===== config.mk =====
export PLATFORM = sky130hd
export DESIGN_NAME = fetch_top
export DESIGN_NICKNAME = d
export VERILOG_FILES = /design/src/hdl/fetch_pkg.sv /design/src/hdl/fetch_hazard_if.sv /design/src/hdl/predictor_if.sv /design/src/hdl/branch_target_buffer.sv /design/src/hdl/fetch_hazard_unit.sv /design/src/hdl/fetch_stage.sv /design/src/hdl/fetch_top.sv
export SDC_FILE = /design/constraint.sdc
export NUM_CORES = 1
export LEC_CHECK = 0
export BUFFER_PORTS_ARGS = -buffer_cell sky130_fd_sc_hd__buf_2
export CORE_ASPECT_RATIO = 0.5
export CORE_MARGIN = 2
export CORE_UTILIZATION = 47
export DETAILED_ROUTE_END_ITERATION = 12
export PLACE_DENSITY = 0.68
export SYNTH_ARGS = -nofsm -noshare
export SYNTH_HDL_FRONTEND = slang
export SYNTH_SLANG_ARGS = --single-unit

===== constraint.sdc =====
create_clock -name CLK -period 11.2 [get_ports CLK]
set_clock_uncertainty 0.05 [all_clocks]
set_input_delay 2.24 -clock CLK [delete_from_list [all_inputs] [get_ports CLK]]
set_output_delay 2.24 -clock CLK [all_outputs]
set_load 0.05 [all_outputs]

===== src/hdl/fetch_pkg.sv =====
////////////////////////////////////////////////////////////////////////////
// Shared types and constants for the instruction fetch subsystem
// Machine word, fetch-execute register layout, BTB counter states
// and the reset PC, BTB geometry and bus byte order constants
////////////////////////////////////////////////////////////////////////////

package fetch_pkg;

    // One machine word, used for PCs, addresses and instructions
    typedef logic [31:0] word_t;

    // Fetch to execute pipeline register
    typedef struct packed {
        // High when the slot holds a real instruction
        logic  token;
        word_t pc;
        // Return address for jumps in execute
        word_t pc4;
        word_t instr;
        // BTB said taken when this word was fetched
        logic  prediction;
    } fetch_ex_t;

    // Two-bit saturating counter per BTB entry
    // Upper two states predict taken
    typedef enum logic [1:0] {
        strong_not_taken = 2'b00,
        weak_not_taken   = 2'b01,
        weak_taken       = 2'b10,
        strong_taken     = 2'b11
    } btb_state_e;

    // First fetch address out of reset
    localparam word_t RESET_PC = 32'h8000_0000;

    // Direct-mapped BTB, index from pc[5:2], tag from pc[31:6]
    localparam int BTB_ENTRIES = 16;
    localparam int BTB_INDEX_W = 4;
    localparam int BTB_TAG_W   = 26;

    // Bus returns words little end first
    // Fetch stage swaps bytes when this is set
    localparam logic BUS_LITTLE_ENDIAN = 1'b1;

endpackage


===== src/hdl/fetch_hazard_if.sv =====
////////////////////////////////////////////////////////////////////////////
// Hazard unit to fetch stage interface
// Carries PC enable, pipeline stall and flush, read strobe and the
// next-PC select with the trap and redirect targets
////////////////////////////////////////////////////////////////////////////
`timescale 1ns/1ps

interface fetch_hazard_if;
    import fetch_pkg::*;

    // Controls from the hazard unit
    logic  pc_en;
    logic  if_ex_stall;
    logic  if_ex_flush;
    logic  iren;
    // Redirect from execute selects brj_addr
    logic  npc_sel;
    // Trap PC beats everything else
    logic  insert_priv_pc;
    word_t priv_pc;
    word_t brj_addr;

    // Bus status seen by the fetch stage
    logic  i_mem_busy;

    modport hazard (
        output pc_en, if_ex_stall, if_ex_flush, iren,
        output npc_sel, insert_priv_pc, priv_pc, brj_addr,
        input  i_mem_busy
    );

    modport fetch (
        input  pc_en, if_ex_stall, if_ex_flush, iren,
        input  npc_sel, insert_priv_pc, priv_pc, brj_addr,
        output i_mem_busy
    );

endinterface


===== src/hdl/predictor_if.sv =====
////////////////////////////////////////////////////////////////////////////
// Branch predictor interface
// Lookup port for the fetch stage, training port from execute
////////////////////////////////////////////////////////////////////////////
`timescale 1ns/1ps

interface predictor_if;
    import fetch_pkg::*;

    // Lookup
    word_t current_pc;
    logic  predict_taken;
    word_t target_addr;

    // Training, resolved branches from execute
    logic  update_en;
    word_t update_pc;
    word_t update_target;
    logic  update_taken;

    // Fetch side only sees the lookup
    modport access (
        output current_pc,
        input  predict_taken, target_addr
    );

    modport predictor (
        input  current_pc,
        input  update_en, update_pc, update_target, update_taken,
        output predict_taken, target_addr
    );

endinterface


===== src/hdl/branch_target_buffer.sv =====
////////////////////////////////////////////////////////////////////////////
// Direct-mapped branch target buffer
// Per entry a valid bit, tag, target and two-bit counter
// Combinational lookup, training written on the clock edge
////////////////////////////////////////////////////////////////////////////
`timescale 1ns/1ps

module branch_target_buffer (
    input logic CLK,
    input logic nRST,
    predictor_if.predictor pred
);
    import fetch_pkg::*;

    logic [BTB_TAG_W-1:0] tags    [BTB_ENTRIES];
    word_t                targets [BTB_ENTRIES];
    btb_state_e           states  [BTB_ENTRIES];
    logic                 valid   [BTB_ENTRIES];

    logic [BTB_INDEX_W-1:0] rd_idx, wr_idx;
    logic [BTB_TAG_W-1:0]   rd_tag, wr_tag;
    logic                   wr_hit;
    btb_state_e             next_state;

    // Index sits just above the word offset, tag is the rest
    assign rd_idx = pred.current_pc[2 +: BTB_INDEX_W];
    assign rd_tag = pred.current_pc[31 -: BTB_TAG_W];
    assign wr_idx = pred.update_pc[2 +: BTB_INDEX_W];
    assign wr_tag = pred.update_pc[31 -: BTB_TAG_W];

    // Taken only on a live tag match in an upper state
    assign pred.predict_taken = valid[rd_idx] && (tags[rd_idx] == rd_tag)
                                && (states[rd_idx] inside {weak_taken, strong_taken});
    assign pred.target_addr   = targets[rd_idx];

    assign wr_hit = valid[wr_idx] && (tags[wr_idx] == wr_tag);

    // Counter step toward the outcome, saturating
    always_comb begin
        if (!wr_hit) begin
            // Fresh entry starts weak on the side of the outcome
            next_state = pred.update_taken ? weak_taken : weak_not_taken;
        end else begin
            case (states[wr_idx])
                strong_not_taken: next_state = pred.update_taken ? weak_not_taken
                                                                 : strong_not_taken;
                weak_not_taken:   next_state = pred.update_taken ? weak_taken
                                                                 : strong_not_taken;
                weak_taken:       next_state = pred.update_taken ? strong_taken
                                                                 : weak_not_taken;
                default:          next_state = pred.update_taken ? strong_taken
                                                                 : weak_taken;
            endcase
        end
    end

    // Valid bits and counters
    always_ff @(posedge CLK, negedge nRST) begin
        if (!nRST) begin
            for (int i = 0; i < BTB_ENTRIES; i++) begin
                valid[i]  <= 1'b0;
                states[i] <= weak_not_taken;
            end
        end else if (pred.update_en) begin
            valid[wr_idx]  <= 1'b1;
            states[wr_idx] <= next_state;
        end
    end

    // Tag and target storage
    always_ff @(posedge CLK) begin
        if (pred.update_en) begin
            tags[wr_idx] <= wr_tag;
            // Keep the old target when a known branch falls through
            if (!wr_hit || pred.update_taken) begin
                targets[wr_idx] <= pred.update_target;
            end
        end
    end

endmodule


===== src/hdl/fetch_hazard_unit.sv =====
////////////////////////////////////////////////////////////////////////////
// Fetch hazard unit
// Turns bus busy, execute stall, redirect and trap requests into
// PC enable, stall, flush, read enable and next-PC select
////////////////////////////////////////////////////////////////////////////
`timescale 1ns/1ps

module fetch_hazard_unit (
    input logic CLK,
    input logic nRST,
    input logic imem_busy,
    input logic ex_stall,
    input logic ex_redirect,
    input fetch_pkg::word_t ex_brj_addr,
    input logic priv_insert,
    input fetch_pkg::word_t priv_pc,
    fetch_hazard_if.hazard hz
);
    import fetch_pkg::*;

    logic ready;
    logic change_flow;
    logic read_done;

    // Goes high on the first edge after reset, no read issued before
    always_ff @(posedge CLK, negedge nRST) begin
        if (!nRST) begin
            ready <= 1'b0;
        end else begin
            ready <= 1'b1;
        end
    end

    assign hz.iren = ready;

    // Trap or redirect throws away whatever is being fetched
    assign change_flow = priv_insert | ex_redirect;

    // Issued read came back this cycle
    assign read_done = ready & ~hz.i_mem_busy;

    // PC moves on a completed fetch, or always on a change of flow
    assign hz.pc_en = change_flow | (read_done & ~ex_stall);

    // Execute holding its slot keeps the register as is
    assign hz.if_ex_stall = ex_stall;

    // Bubble on change of flow, before the first read, or
    // while the bus is still busy and execute wants a new word
    assign hz.if_ex_flush = change_flow | ~ready | (imem_busy & ~ex_stall);

    // Trap wins over redirect
    assign hz.insert_priv_pc = priv_insert;
    assign hz.npc_sel        = ex_redirect & ~priv_insert;

    // Targets passed straight on to the PC mux
    assign hz.priv_pc  = priv_pc;
    assign hz.brj_addr = ex_brj_addr;

endmodule


===== src/hdl/fetch_stage.sv =====
////////////////////////////////////////////////////////////////////////////
// Fetch stage of the two-stage pipeline
// PC register and next-PC mux, bus address and read strobe,
// byte swap of the bus word, misaligned fetch report and the
// fetch to execute pipeline register
////////////////////////////////////////////////////////////////////////////
`timescale 1ns/1ps

module fetch_stage (
    input logic CLK,
    input logic nRST,
    fetch_hazard_if.fetch hz,
    predictor_if.access pred,
    output fetch_pkg::word_t imem_addr,
    output logic imem_ren,
    input fetch_pkg::word_t imem_rdata,
    input logic imem_busy,
    output fetch_pkg::fetch_ex_t fetch_ex,
    output logic mal_insn,
    output fetch_pkg::word_t badaddr
);
    import fetch_pkg::*;

    word_t pc;
    word_t pc4;
    word_t npc;
    word_t instr;

    // PC register
    always_ff @(posedge CLK, negedge nRST) begin
        if (!nRST) begin
            pc <= RESET_PC;
        end else if (hz.pc_en) begin
            pc <= npc;
        end
    end

    // No compressed instructions, step is always one word
    assign pc4 = pc + 32'd4;

    // Trap, then redirect, then BTB, then sequential
    assign npc = hz.insert_priv_pc ? hz.priv_pc
               : hz.npc_sel        ? hz.brj_addr
               : pred.predict_taken ? pred.target_addr
               : pc4;

    assign pred.current_pc = pc;

    // Bus side
    assign imem_addr = pc;
    assign imem_ren  = hz.iren;
    // Busy only matters for a read actually in flight
    assign hz.i_mem_busy = imem_busy & imem_ren;

    // Byte order correction of the returned word
    generate
        if (BUS_LITTLE_ENDIAN) begin : g_swap
            assign instr = {imem_rdata[7:0], imem_rdata[15:8],
                            imem_rdata[23:16], imem_rdata[31:24]};
        end else begin : g_pass
            assign instr = imem_rdata;
        end
    endgenerate

    // Fetch to execute register, flush beats stall
    always_ff @(posedge CLK, negedge nRST) begin
        if (!nRST) begin
            fetch_ex <= '0;
        end else if (hz.if_ex_flush) begin
            fetch_ex <= '0;
        end else if (!hz.if_ex_stall) begin
            fetch_ex.token      <= 1'b1;
            fetch_ex.pc         <= pc;
            fetch_ex.pc4        <= pc4;
            fetch_ex.instr      <= instr;
            fetch_ex.prediction <= pred.predict_taken;
        end
    end

    // Word fetch needs the two low address bits clear
    assign mal_insn = (imem_addr[1:0] != 2'b00);
    assign badaddr  = imem_addr;

endmodule


===== src/hdl/fetch_top.sv =====
////////////////////////////////////////////////////////////////////////////
// Instruction fetch subsystem top level
// Hazard unit, BTB and fetch stage behind plain ports
////////////////////////////////////////////////////////////////////////////
`timescale 1ns/1ps

module fetch_top (
    input  logic             CLK,
    input  logic             nRST,
    // Instruction bus
    output fetch_pkg::word_t imem_addr,
    output logic             imem_ren,
    input  fetch_pkg::word_t imem_rdata,
    input  logic             imem_busy,
    // Execute side
    input  logic             ex_stall,
    input  logic             ex_redirect,
    input  fetch_pkg::word_t ex_brj_addr,
    input  logic             update_en,
    input  fetch_pkg::word_t update_pc,
    input  fetch_pkg::word_t update_target,
    input  logic             update_taken,
    // Trap side
    input  logic             priv_insert,
    input  fetch_pkg::word_t priv_pc,
    // Fetch to execute register
    output logic             fe_token,
    output fetch_pkg::word_t fe_pc,
    output fetch_pkg::word_t fe_pc4,
    output fetch_pkg::word_t fe_instr,
    output logic             fe_prediction,
    // Misaligned fetch report
    output logic             mal_insn,
    output fetch_pkg::word_t badaddr
);
    import fetch_pkg::*;

    fetch_ex_t fetch_ex;

    fetch_hazard_if hz_if ();
    predictor_if    pred_if ();

    // Training comes straight from execute
    assign pred_if.update_en     = update_en;
    assign pred_if.update_pc     = update_pc;
    assign pred_if.update_target = update_target;
    assign pred_if.update_taken  = update_taken;

    fetch_hazard_unit u_hazard (
        .CLK         (CLK),
        .nRST        (nRST),
        .imem_busy   (imem_busy),
        .ex_stall    (ex_stall),
        .ex_redirect (ex_redirect),
        .ex_brj_addr (ex_brj_addr),
        .priv_insert (priv_insert),
        .priv_pc     (priv_pc),
        .hz          (hz_if.hazard)
    );

    branch_target_buffer u_btb (
        .CLK  (CLK),
        .nRST (nRST),
        .pred (pred_if.predictor)
    );

    fetch_stage u_fetch (
        .CLK        (CLK),
        .nRST       (nRST),
        .hz         (hz_if.fetch),
        .pred       (pred_if.access),
        .imem_addr  (imem_addr),
        .imem_ren   (imem_ren),
        .imem_rdata (imem_rdata),
        .imem_busy  (imem_busy),
        .fetch_ex   (fetch_ex),
        .mal_insn   (mal_insn),
        .badaddr    (badaddr)
    );

    // Register fields out to the execute stage
    assign fe_token      = fetch_ex.token;
    assign fe_pc         = fetch_ex.pc;
    assign fe_pc4        = fetch_ex.pc4;
    assign fe_instr      = fetch_ex.instr;
    assign fe_prediction = fetch_ex.prediction;

endmodule


Yosys cells after proc, flatten, opt, wreduce, memory -nomap -nowiden
Memories as Yosys holds them, arrays and structs flattened.
Cells that the tools add are included.
Storage, ports and cells
  memories: 2
  input port bits: 168
  bits in registers: 179
  RAM bits: 928
  output and inout port bits: 164
  word-level logic and storage cells: 111
Operators by class
  bitwise logic cells: 16
  multiplexer cells: 34
  add/subtract/negate cells: 1
  reduce and logical (&&, ||, !) cells: 9
  magnitude comparators: 3
  equal/unequal tests: 7
Memory list
  u_btb.targets: words 16, bits a word 32, rd ports 1, clocked after memory_dff 0, wr ports 1, line branch_target_buffer.sv:16  | word_t targets [BTB_ENTRIES];
  u_btb.tags: words 16, bits a word 26, rd ports 2, clocked after memory_dff 0, wr ports 1, line branch_target_buffer.sv:15  | logic [BTB_TAG_W-1:0] tags [BTB_ENTRIES];
Operators by type and width (number)
  98-bit 2-to-1 mux: 2
  32-bit 2-to-1 mux: 3
  26-bit == test: 2
  32-bit by 3-bit adder with 32-bit output (second input constant): 1
  32-bit bitwise mux: 1
  2-bit 2-to-1 mux: 9
  2-bit binary-select mux with 4-bit select: 2
  16-bit OR: 1
  1-bit 2-to-1 mux: 12
  5-bit greater-or-equal comparator (second input constant): 2
  4-bit inverter with 5-bit output: 2
  1-bit binary-select mux with 4-bit select: 2
  2-bit demux with 4-bit select: 1
  2-bit == test (second input constant): 3
  2-bit case mux with 3 select lines: 1
  1-bit AND: 5
  5-bit by 1-bit < comparator with 1-bit output (second input constant): 1
  1-bit demux with 4-bit select: 1
  1-bit logical AND: 4
  1-bit inverter: 4
  1-bit OR: 4
  2-bit nonzero test: 2
  2-bit by 1-bit == test with 1-bit output (second input constant): 1
  2-bit zero test: 1
  3 further kinds: 3

Depth between registers and ports, before layout
Gate-level depths: netlist of the first run.
  depth after elaboration: 10
  depth in mapped cells: 17
  depth with buffers taken out: 10

Modules after synthesis
From an unflattened synthesis of the first run, not the netlist that was laid out.
Second synthesis, totals
  cells, all modules: 2790
  area total of the unflattened synthesis: 49472.4 um2
By module, submodules not included
  branch_target_buffer: area an instance 41616.2 um2, sequential area each 29087.9 um2, cells an instance 1949, times used 1
  fetch_stage: area an instance 7285.7 um2, sequential area each 3204.3 um2, cells an instance 767, times used 1
  fetch_hazard_unit: area an instance 570.5 um2, sequential area each 25.0 um2, cells an instance 74, times used 1

Worst setup path after synthesis of the first run
OpenSTA, ideal clock, no wires.
  path kind: input to register
  start: input port update_pc[2]
  end: memory u_btb.targets[0][0] (netlist bit), enable pin
  cell stages on the path: 12
  required time: 10.729 ns
  data arrival time: 5.946 ns
  buffers on the path: 6
  slack: 4.783 ns
  library setup time: 0.421 ns
  cell sequence: buf_6 buf_4 buf_4 buf_4 buf_4 mux4_2 nand3_1 a221oi_1 o2111ai_1 nor4_4 buf_2 nor2_1
On the way
  cells in the longest elaborated chain, start to end: 10
  elaborated cells on any way between the ends: 12
  classes of those cells: eq/ne (1); mux (6); bitwise (1); reduce/logical (3); memory (1)
RTL lines
  from (decl): line fetch_top.sv:20  | input fetch_pkg::word_t update_pc,
  parallel branches: the longest is 10 deep, another holds memory read 16 x 26 bit
  to (decl): line branch_target_buffer.sv:16
Several ways; the timed one is not identified. The select of a mux whose other input is x is not followed.

Worst setup path after layout of the first run
  start: input port update_pc[2]
  end: memory u_btb.targets[11][5] (netlist bit), enable pin
The elaborated chain is that of the path after synthesis.

==> PnR_summary.wiki, run 1 <==
{| class="wikitable"
! Metric !! Value
|-
| Hold violation count in the final report || 0
|-
| First DRT Iteration DRCs || ~3800
|-
| Number of storage elements in the synthesis netlist || 1105
|-
| Count of flip-flops with a built-in enable after synthesis || just over 900
|-
| Initial antenna violation count || 8
|-
| Internal Dissipation || slightly above 7 mW
|-
| Async SR Flop Fraction || 16.0%
|-
| Number of distinct library cells after synthesis || 79
|-
| Actual transition at the worst max-transition pin || between 1 and 1.5 ns
|-
| Post-detailed-route via-to-cell ratio || 6.37
|-
| Portion of total power attributed to the clock network || 36.7%
|-
| FF-to-FF setup slack || 5.52 ns
|-
| Power per cell area || about 170 nW/um2
|-
| Proportion of synthesized chip area in sequential cells || 65.4%
|-
| Final net count || 3474
|-
| Total number of clock tree sinks || ~1100
|-
| Placed cell areas || 52300 um2
|-
| CTS Buf Count || 99
|-
| Data arrival time of the critical path || 6.77 ns
|-
| Mapped Avg Cell Area || 16.2 um2
|-
| Number of instances in the synthesized netlist || between 3000 and 4000
|-
| Min Clock Period, post-route || around 6.5 ns
|-
| Synth-to-Final Area Change || 12.7%
|-
| Power share of the sequential group || 49.4%
|-
| First-pass GRT wire length || 206000 um
|-
| Starting density of the core || 47.2%
|-
| Vert. Die Dim || 233 um
|-
| Synthesized cell area || slightly below 50000 um2
|-
| Timing-limited maximum frequency || 155 MHz
|-
| Placed wire-length estimate after detailed placement || 85100 um
|-
| Critical path required time || 11.51 ns
|-
| Hold bufs inserted after CTS || 0
|-
| Average detailed-routed wire length per instance || 29.7 um
|-
| Net load switching power || 2.50 mW
|-
| Number of buffers on the longest clock path || 3
|-
| Fin crit share || between 50% and 60%
|-
| Primary flip-flop cell chosen by synthesis mapping || edfxtp_1
|-
| Placement row count || 84
|-
| Standby leakage power || 19.6 nW
|-
| # resized after CTS || 0
|-
| Total Routing Usage GR || 26.2%
|-
| Worst hold path type || flip-flop to flip-flop
|-
| Final Hold Slack || 0.431 ns
|-
| Final instance area || 55700 um2
|-
| Final Max Slew Viols || 0
|-
| H-tree levels || 3
|-
| Later-pin clock latency in the skew report || around 0.72 ns
|-
| Total power consumption of the routed design || approximately 9.6 mW
|-
| Worst Setup End Kind || flip-flop
|-
| Fraction of final layout cells with drive strength greater than 1 || 27.8%
|-
| Remaining global-route overflow || 0
|-
| Setup bufs post-CTS || 0
|-
| Maximum number of pins on one net before global-route repair || between 90 and 100
|-
| Overall via count from detail_route || 30647
|-
| Die area || 108000 um2
|-
| Path type of the worst setup path || primary input to flip-flop
|-
| Number of max-cap violations || 0
|-
| Worst VDD drop || 0.000119 V
|-
| Kind of launch point of the worst setup path || primary input
|-
| Worst Path Max Fanout || 48
|-
| Total iterations of the first detailed-routing run || 8
|-
| Synth warn || 0
|-
| Die Width || 463 um
|-
| Placeable core region || around 100000 um2
|-
| GPL Wtd Cong || 0.881
|-
| Utilization after layout || 53.2%
|-
| Wire length after detailed routing || 143000 um
|-
| Run status || finished, final reports clean
|-
| Cell at the root of the clock tree || clkbuf_16
|-
| Port Buf Inserts || 329
|-
| Gate power share || 13.8%
|-
| RSZ-0062 raised after global routing || no
|-
| Clock input transition at the sequential cells of the worst setup and hold paths || 0.07 ns
|-
| Worst slew margin relative to its limit || 13.8%
|-
| Sw frac || 26.0%
|-
| Number of nets with antenna violations after routing || 0
|-
| Clock tree from TritonCTS || built
|-
| DRC violations left || 0
|-
| Via count of the first global-routing pass || 29635
|-
| Number of placed I/O pins || 332
|-
| Final setup violation count || 0
|-
| Net count after synthesis || 3225
|-
| Aggregate negative setup slack || 0 ns
|}
-- worst max-delay path, cell delays in order --
cell and delay (ns):
buf_6 0.50, buf_4 0.68, mux4_2 0.66, and2_0 0.18, o21ai_0 0.20, o31ai_1 0.11, a311o_1 0.33, or4_4 0.61
nor4_4 0.26, buf_4 0.46, nor2_4 0.06, buf_4 0.35
-- area by class of cell --
cell class,instances,area [um2]
multi-input combinational,1662,15900
tap,1419,1780
timing repair buffer,405,2250
clock buffer,131,2750
fill,8347,49000
sequential,1105,32300
antenna,7,17.5
clock inverter,53,572
inverter,32,120
-- power by group through the flow --
stage          registers, mW  clock network [mW]  logic, mW
2_1_floorplan           4.80                   0      0.881
3_3_place_gp            4.81                   0       1.30
3_5_place_dp            4.82                   0       1.31
4_1_cts                 4.73                3.55       1.32
5_1_grt                 4.74                3.72       1.40
6_report                4.74                3.52       1.33
-- worst paths after layout --
check                                     startpoint  cells past startpoint                   end
worst max-delay path                    update_pc[2]                     12  u_btb.targets[11][5]
worst min register to register  u_fetch.fetch_ex[37]                      2  u_fetch.fetch_ex[37]
max in group asynchronous                       nRST                      2    u_fetch.badaddr[3]
worst max register to register    u_fetch.badaddr[2]                     11   u_fetch.badaddr[28]
worst min-delay path            u_fetch.fetch_ex[37]                      2  u_fetch.fetch_ex[37]
min in group asynchronous                       nRST                      1  u_fetch.fetch_ex[94]
-- cell families after synthesis --
| family | share of synthesized area (%) |
|---|---|
| xor+xnor | 1.45 |
| buf+inv | 2.82 |
| simple gates | 5.06 |
| mux | 18.2 |
| flops | 65.4 |
| compound gates | 7.07 |
| fa+ha+maj | 0.0253 |
| other cells | 0.00759 |
-- placed cells by master, fill, tap and decap left out, types with 11 or more instances in the layout --
| master | count |
|---|---|
| edfxtp_1 | 928 |
| buf_2 | 325 |
| mux4_2 | 291 |
| nand2_1 | 210 |
| mux2i_1 | 185 |
| dfrtp_1 | 156 |
| o21ai_0 | 131 |
| clkbuf_16 | 103 |
| nor2_1 | 101 |
| a21oi_1 | 94 |
| buf_4 | 77 |
| a22o_1 | 70 |
| nand3_1 | 60 |
| xnor2_1 | 54 |
| a22oi_1 | 41 |
| mux2_2 | 38 |
| nor3_1 | 38 |
| a221oi_1 | 36 |
| o211ai_1 | 30 |
| xor2_1 | 28 |
| clkinv_1 | 25 |
| nand2b_1 | 22 |
| inv_1 | 21 |
| clkbuf_1 | 21 |
| a31oi_1 | 19 |
| nor2_4 | 17 |
| o2bb2ai_1 | 17 |
| dfstp_2 | 17 |
| nand4_1 | 16 |
| clkinv_2 | 15 |
| mux2_1 | 14 |
| a31o_1 | 14 |
| and2_1 | 12 |
| bufinv_16 | 11 |
-- metal layers --
metal  vias up  part of all wire (%)  track usage (%)
met5         -                0.0077                0
met4         2                   3.8             9.96
met3       305                   8.6             4.75
met2      1625                    48             42.0
met1     16057                    40             36.0
li1      12658                     -                -
-- cells in the mapped netlist, drive strengths merged (14+ instances only) --
cell     instances  share of area [%]
nor2           118               0.90
edfxtp         928                 56
a31o            14               0.25
o2bb2ai         17               0.30
a31oi           19               0.24
nand2          211                1.6
mux2            52                1.2
a221oi          36               0.64
a22o            70                1.2
inv             30               0.23
and2            14               0.18
mux4           291                 13
a21oi           94               0.95
a22oi           41               0.62
o21ai          132                1.3
xor2            28               0.50
mux2i          185                3.7
buf            132                1.6
xnor2           54               0.96
dfrtp          160                8.1
nand3           60               0.61
nand4           16               0.20
o211ai          30               0.46
nor3            39               0.42
nand2b          22               0.28
dfstp           17               0.90
clkbuf         125               0.95
-- stage by stage --
stage / setup slack (ns) / cells
floorplan: 4.78 / 3056
global placement: 4.00 / 4623
detailed placement: 4.01 / 4623
CTS: 4.73 / 4807
global route: 4.49 / 4812
finish: 4.74 / 4814
-- registers in the layout, indices dropped and copies added (netlist names) --
name and flops:
u_btb.states 32, u_fetch.fetch_ex 96, u_btb.valid 16, u_btb.tags 416, u_hazard.hz.iren 1, u_btb.targets 512
u_fetch.badaddr 32
Note: power is estimated with default switching activity, not from simulation.
==> run 2: changes to the inputs <==
--- a/config.mk
+++ b/config.mk
@@ -10,7 +10,7 @@
 export CORE_MARGIN = 2
 export CORE_UTILIZATION = 47
 export DETAILED_ROUTE_END_ITERATION = 12
-export PLACE_DENSITY = 0.68
+export PLACE_DENSITY = 0.71
 export SYNTH_ARGS = -nofsm -noshare
 export SYNTH_HDL_FRONTEND = slang
 export SYNTH_SLANG_ARGS = --single-unit
==> constraint.sdc (replaced) <==
create_clock -name CLK -period 5.4 [get_ports CLK]
set_clock_uncertainty 0.05 [all_clocks]
set_input_delay 1.08 -clock CLK [delete_from_list [all_inputs] [get_ports CLK]]
set_output_delay 1.08 -clock CLK [all_outputs]
set_load 0.05 [all_outputs]
==> PnR_summary.wiki, run 2 (synthesis gave the netlist of run 1 again) <==
{| class="wikitable"
! Metric !! Value
|-
| Run status || finished, final reports clean
|-
| Cell at the root of the clock tree || clkbuf_16
|-
| Number of placed I/O pins || 332 (unchanged)
|-
| Power per cell area || 354 nW/um2 (+110%)
|-
| Source of the critical timing path || u_fetch.badaddr[2]
|-
| Die Width || 463 um (unchanged)
|-
| Commonest non-fill, non-tap cell in the layout || edfxtp_1
|-
| Kind of launch point of the worst setup path || flip-flop
|-
| Later-pin clock latency in the skew report || 0.71 ns (about the same)
|-
| Die area || 108000 um2 (unchanged)
|-
| Maximum number of pins on one net before global-route repair || 168 (+71%)
|-
| Final setup violation count || 0 (unchanged)
|-
| Worst path max stage delay || 0.84 ns (+0.16 ns)
|-
| Sw frac || 26.1% (+0.057 points)
|-
| Fin crit share || 89.5%
|-
| Portion of total power attributed to the clock network || 37.0% (+0.3 points)
|-
| Final Max Slew Viols || 0 (unchanged)
|-
| GPL Wtd Cong || 0.927 (+5.2%)
|-
| Internal Dissipation || 14.8 mW (+110%)
|-
| Port Buf Inserts || 329 (unchanged)
|-
| First-pass GRT wire length || 209000 um (+1.6%)
|-
| Timing-limited maximum frequency || 207 MHz
|-
| Power share of the sequential group || 48.9% (-0.5 points)
|-
| Actual transition at the worst max-transition pin || 1.14 ns (-0.139 ns)
|-
| Fillers || 8265 (-0.98%)
|-
| Setup bufs post-CTS || 0 (unchanged)
|-
| Number of max-cap violations || 0 (unchanged)
|-
| Total buffers and inverters traversed by the critical path || 2 (-2)
|-
| DRC violations left || 0 (unchanged)
|-
| Highest-count cells in the layout ignoring fill and taps || edfxtp_1 (928), buf_2 (325), mux4_2 (291), nand2_1 (210), mux2i_1 (185)
|-
| CTS Buf Count || 99 (unchanged)
|-
| Critical path required time || 5.95 ns (-5.56 ns)
|-
| Total iterations of the first detailed-routing run || 6 (-2)
|-
| Standby leakage power || 20.0 nW (+2.4%)
|-
| Starting density of the core || 47.2% (unchanged)
|-
| Crit. path cell count || 11 (-1)
|-
| Remaining global-route overflow || 0 (unchanged)
|-
| Worst hold path type || primary input to async pin
|-
| End of the worst register-to-register path || u_fetch.badaddr[28]
|-
| Total power consumption of the routed design || 20.1 mW (+110%)
|-
| H-tree levels || 3 (unchanged)
|-
| Largest registers || u_btb.targets (512), u_btb.tags (416), u_fetch.fetch_ex (96)
|-
| Max FFs per register || 512 (unchanged)
|-
| Placement row count || 84 (unchanged)
|-
| Hold bufs inserted after CTS || 0 (unchanged)
|-
| Startpoint of the worst-slack reg-to-reg timing path || u_fetch.badaddr[2]
|-
| Worst VDD drop || 0.000236 V (+98%)
|-
| Worst Setup End Kind || flip-flop
|-
| Vert. Die Dim || 233 um (unchanged)
|-
| Number of buffers on the longest clock path || 3 (unchanged)
|-
| Worst Path Max Fanout || 30 (-38%)
|-
| Via count of the first global-routing pass || 30332 (+2.4%)
|-
| Clock tree from TritonCTS || built
|-
| Worst slew margin relative to its limit || 23.7% (+9.9 points)
|-
| # resized after CTS || 0 (unchanged)
|-
| Clock input transition at the sequential cells of the worst setup and hold paths || 0.07 ns (about the same)
|-
| Synth-to-Final Area Change || 14.6%
|-
| Gate power share || 14.1% (+0.3 points)
|-
| Aggregate negative setup slack || 0 ns (unchanged)
|-
| Utilization after layout || 54.1% (+0.91 points)
|-
| FF-to-FF setup slack || 0.57 ns (-4.95 ns)
|-
| Number of nets with antenna violations after routing || 0 (unchanged)
|-
| Worst-path cell chain || buf_4 > mux4_2 > mux4_2 > xnor2_1 > nand2_1 > nor4_1 > nand3_1 > nor4_2 > buf_12 > nand3_1 > a31o_1
|-
| Final net count || 3525 (+1.5%)
|-
| First DRT Iteration DRCs || 4287 (+14%)
|-
| Initial antenna violation count || 11 (+3)
|-
| Worst Reg2Reg Path Length in Cells || 11 (unchanged)
|-
| Total number of clock tree sinks || 1105 (unchanged)
|-
| Top register by number of flip-flops || u_btb.targets
|-
| Min Clock Period, post-route || 4.83 ns
|-
| End point of the critical path || u_fetch.badaddr[28]
|-
| Dominant delay contributor by cell family on the critical path || simple AND/OR/NAND/NOR gates
|-
| Total Routing Usage GR || 26.6% (+0.37 points)
|-
| Overall via count from detail_route || 31194 (+1.8%)
|-
| RSZ-0062 raised after global routing || no
|-
| Data arrival time of the critical path || 5.38 ns (-1.39 ns)
|-
| Fraction of final layout cells with drive strength greater than 1 || 29.1% (+1.3 points)
|-
| Placed wire-length estimate after detailed placement || 91100 um (+7.0%)
|-
| Wire length after detailed routing || 145000 um (+1.4%)
|-
| Post-detailed-route via-to-cell ratio || 6.41 (+0.66%)
|-
| Path type of the worst setup path || flip-flop to flip-flop
|-
| Critical Path Slowest Stage Cell || dfrtp_4
|-
| Placeable core region || 105000 um2 (unchanged)
|-
| Hold violation count in the final report || 0 (unchanged)
|-
| Net load switching power || 5.23 mW (+110%)
|-
| Average detailed-routed wire length per instance || 29.8 um (+0.29%)
|}
run 2: changes by cell type in the layout (fill, tap and decap cells not counted), moves of 3 or more:
| cell | previous run | this run |
|---|---|---|
| buf_4 | 77 | 88 |
| inv_1 | 21 | 28 |
| clkbuf_8 | 8 | 5 |
| inv_6 | 2 | 5 |
| clkinv_1 | 25 | 13 |
| buf_12 | 1 | 41 |
| clkinv_2 | 15 | 20 |
run 2: per-stage QoR:
step                      instances  setup WS (ns)  area [um2]  hold WS [ns]
after floorplan                3056          0.143       49400         0.394
after global placement         4674          0.433       53200         0.413
after detailed placement       4674          0.420       53200         0.423
after CTS                      4859          0.607       56600         0.111
after global routing           4866          0.420       56600         0.131
final                          4868          0.570       56600         0.151
run 2: layout make-up:
class / instances / area [um2] / share of cell area [%]
repair buffers: 456 / 3130 / 5.53
clock inverters: 57 / 631 / 1.11
inverters: 32 / 120 / 0.212
multi-input cells: 1662 / 15900 / 28.0
well taps: 1419 / 1780 / 3.14
clock buffers: 128 / 2750 / 4.86
diodes: 9 / 22.5 / 0.0398
flip-flops and latches: 1105 / 32300 / 57.1
run 2: worst min-delay path by stage:
stage	cells after the start	startpoint	to	slack (ns)
floorplan	1	u_btb.valid[15]	u_btb.valid[15]	0.39
global placement	2	u_fetch.fetch_ex[54]	u_fetch.fetch_ex[54]	0.41
detailed placement	2	u_fetch.fetch_ex[47]	u_fetch.fetch_ex[47]	0.42
CTS	1	nRST	u_fetch.fetch_ex[32]	0.11
global route	1	nRST	u_fetch.fetch_ex[14]	0.13
finish	1	nRST	u_fetch.fetch_ex[21]	0.15
run 2: per-layer routing:
layer  track usage, %  wire [um]  vias up
met5                0         25        -
met4             13.2       7170        4
met3             5.21      13200      379
met2             41.7      68600     1797
met1             35.8      56200    16250
li1                 -          -    12764
run 2: worst register-to-register path, delay by kind of cell, from the launching register on:
family / cells / cell delay (ns)
xor+xnor: 1 / 0.26
mux: 2 / 1.11
simple gates: 5 / 1.44
flops: 1 / 0.84
compound gates: 1 / 0.31
buf+inv: 2 / 0.72
run 2: power groups by stage:
stage / logic [mW] / clock network [mW] / registers (mW)
final: 2.84 / 7.41 / 9.81
after global routing: 2.99 / 7.81 / 9.82
after detailed placement: 2.80 / 0 / 9.98
after floorplan: 1.83 / 0 / 9.95
after global placement: 2.76 / 0 / 9.96
after CTS: 2.81 / 7.48 / 9.80
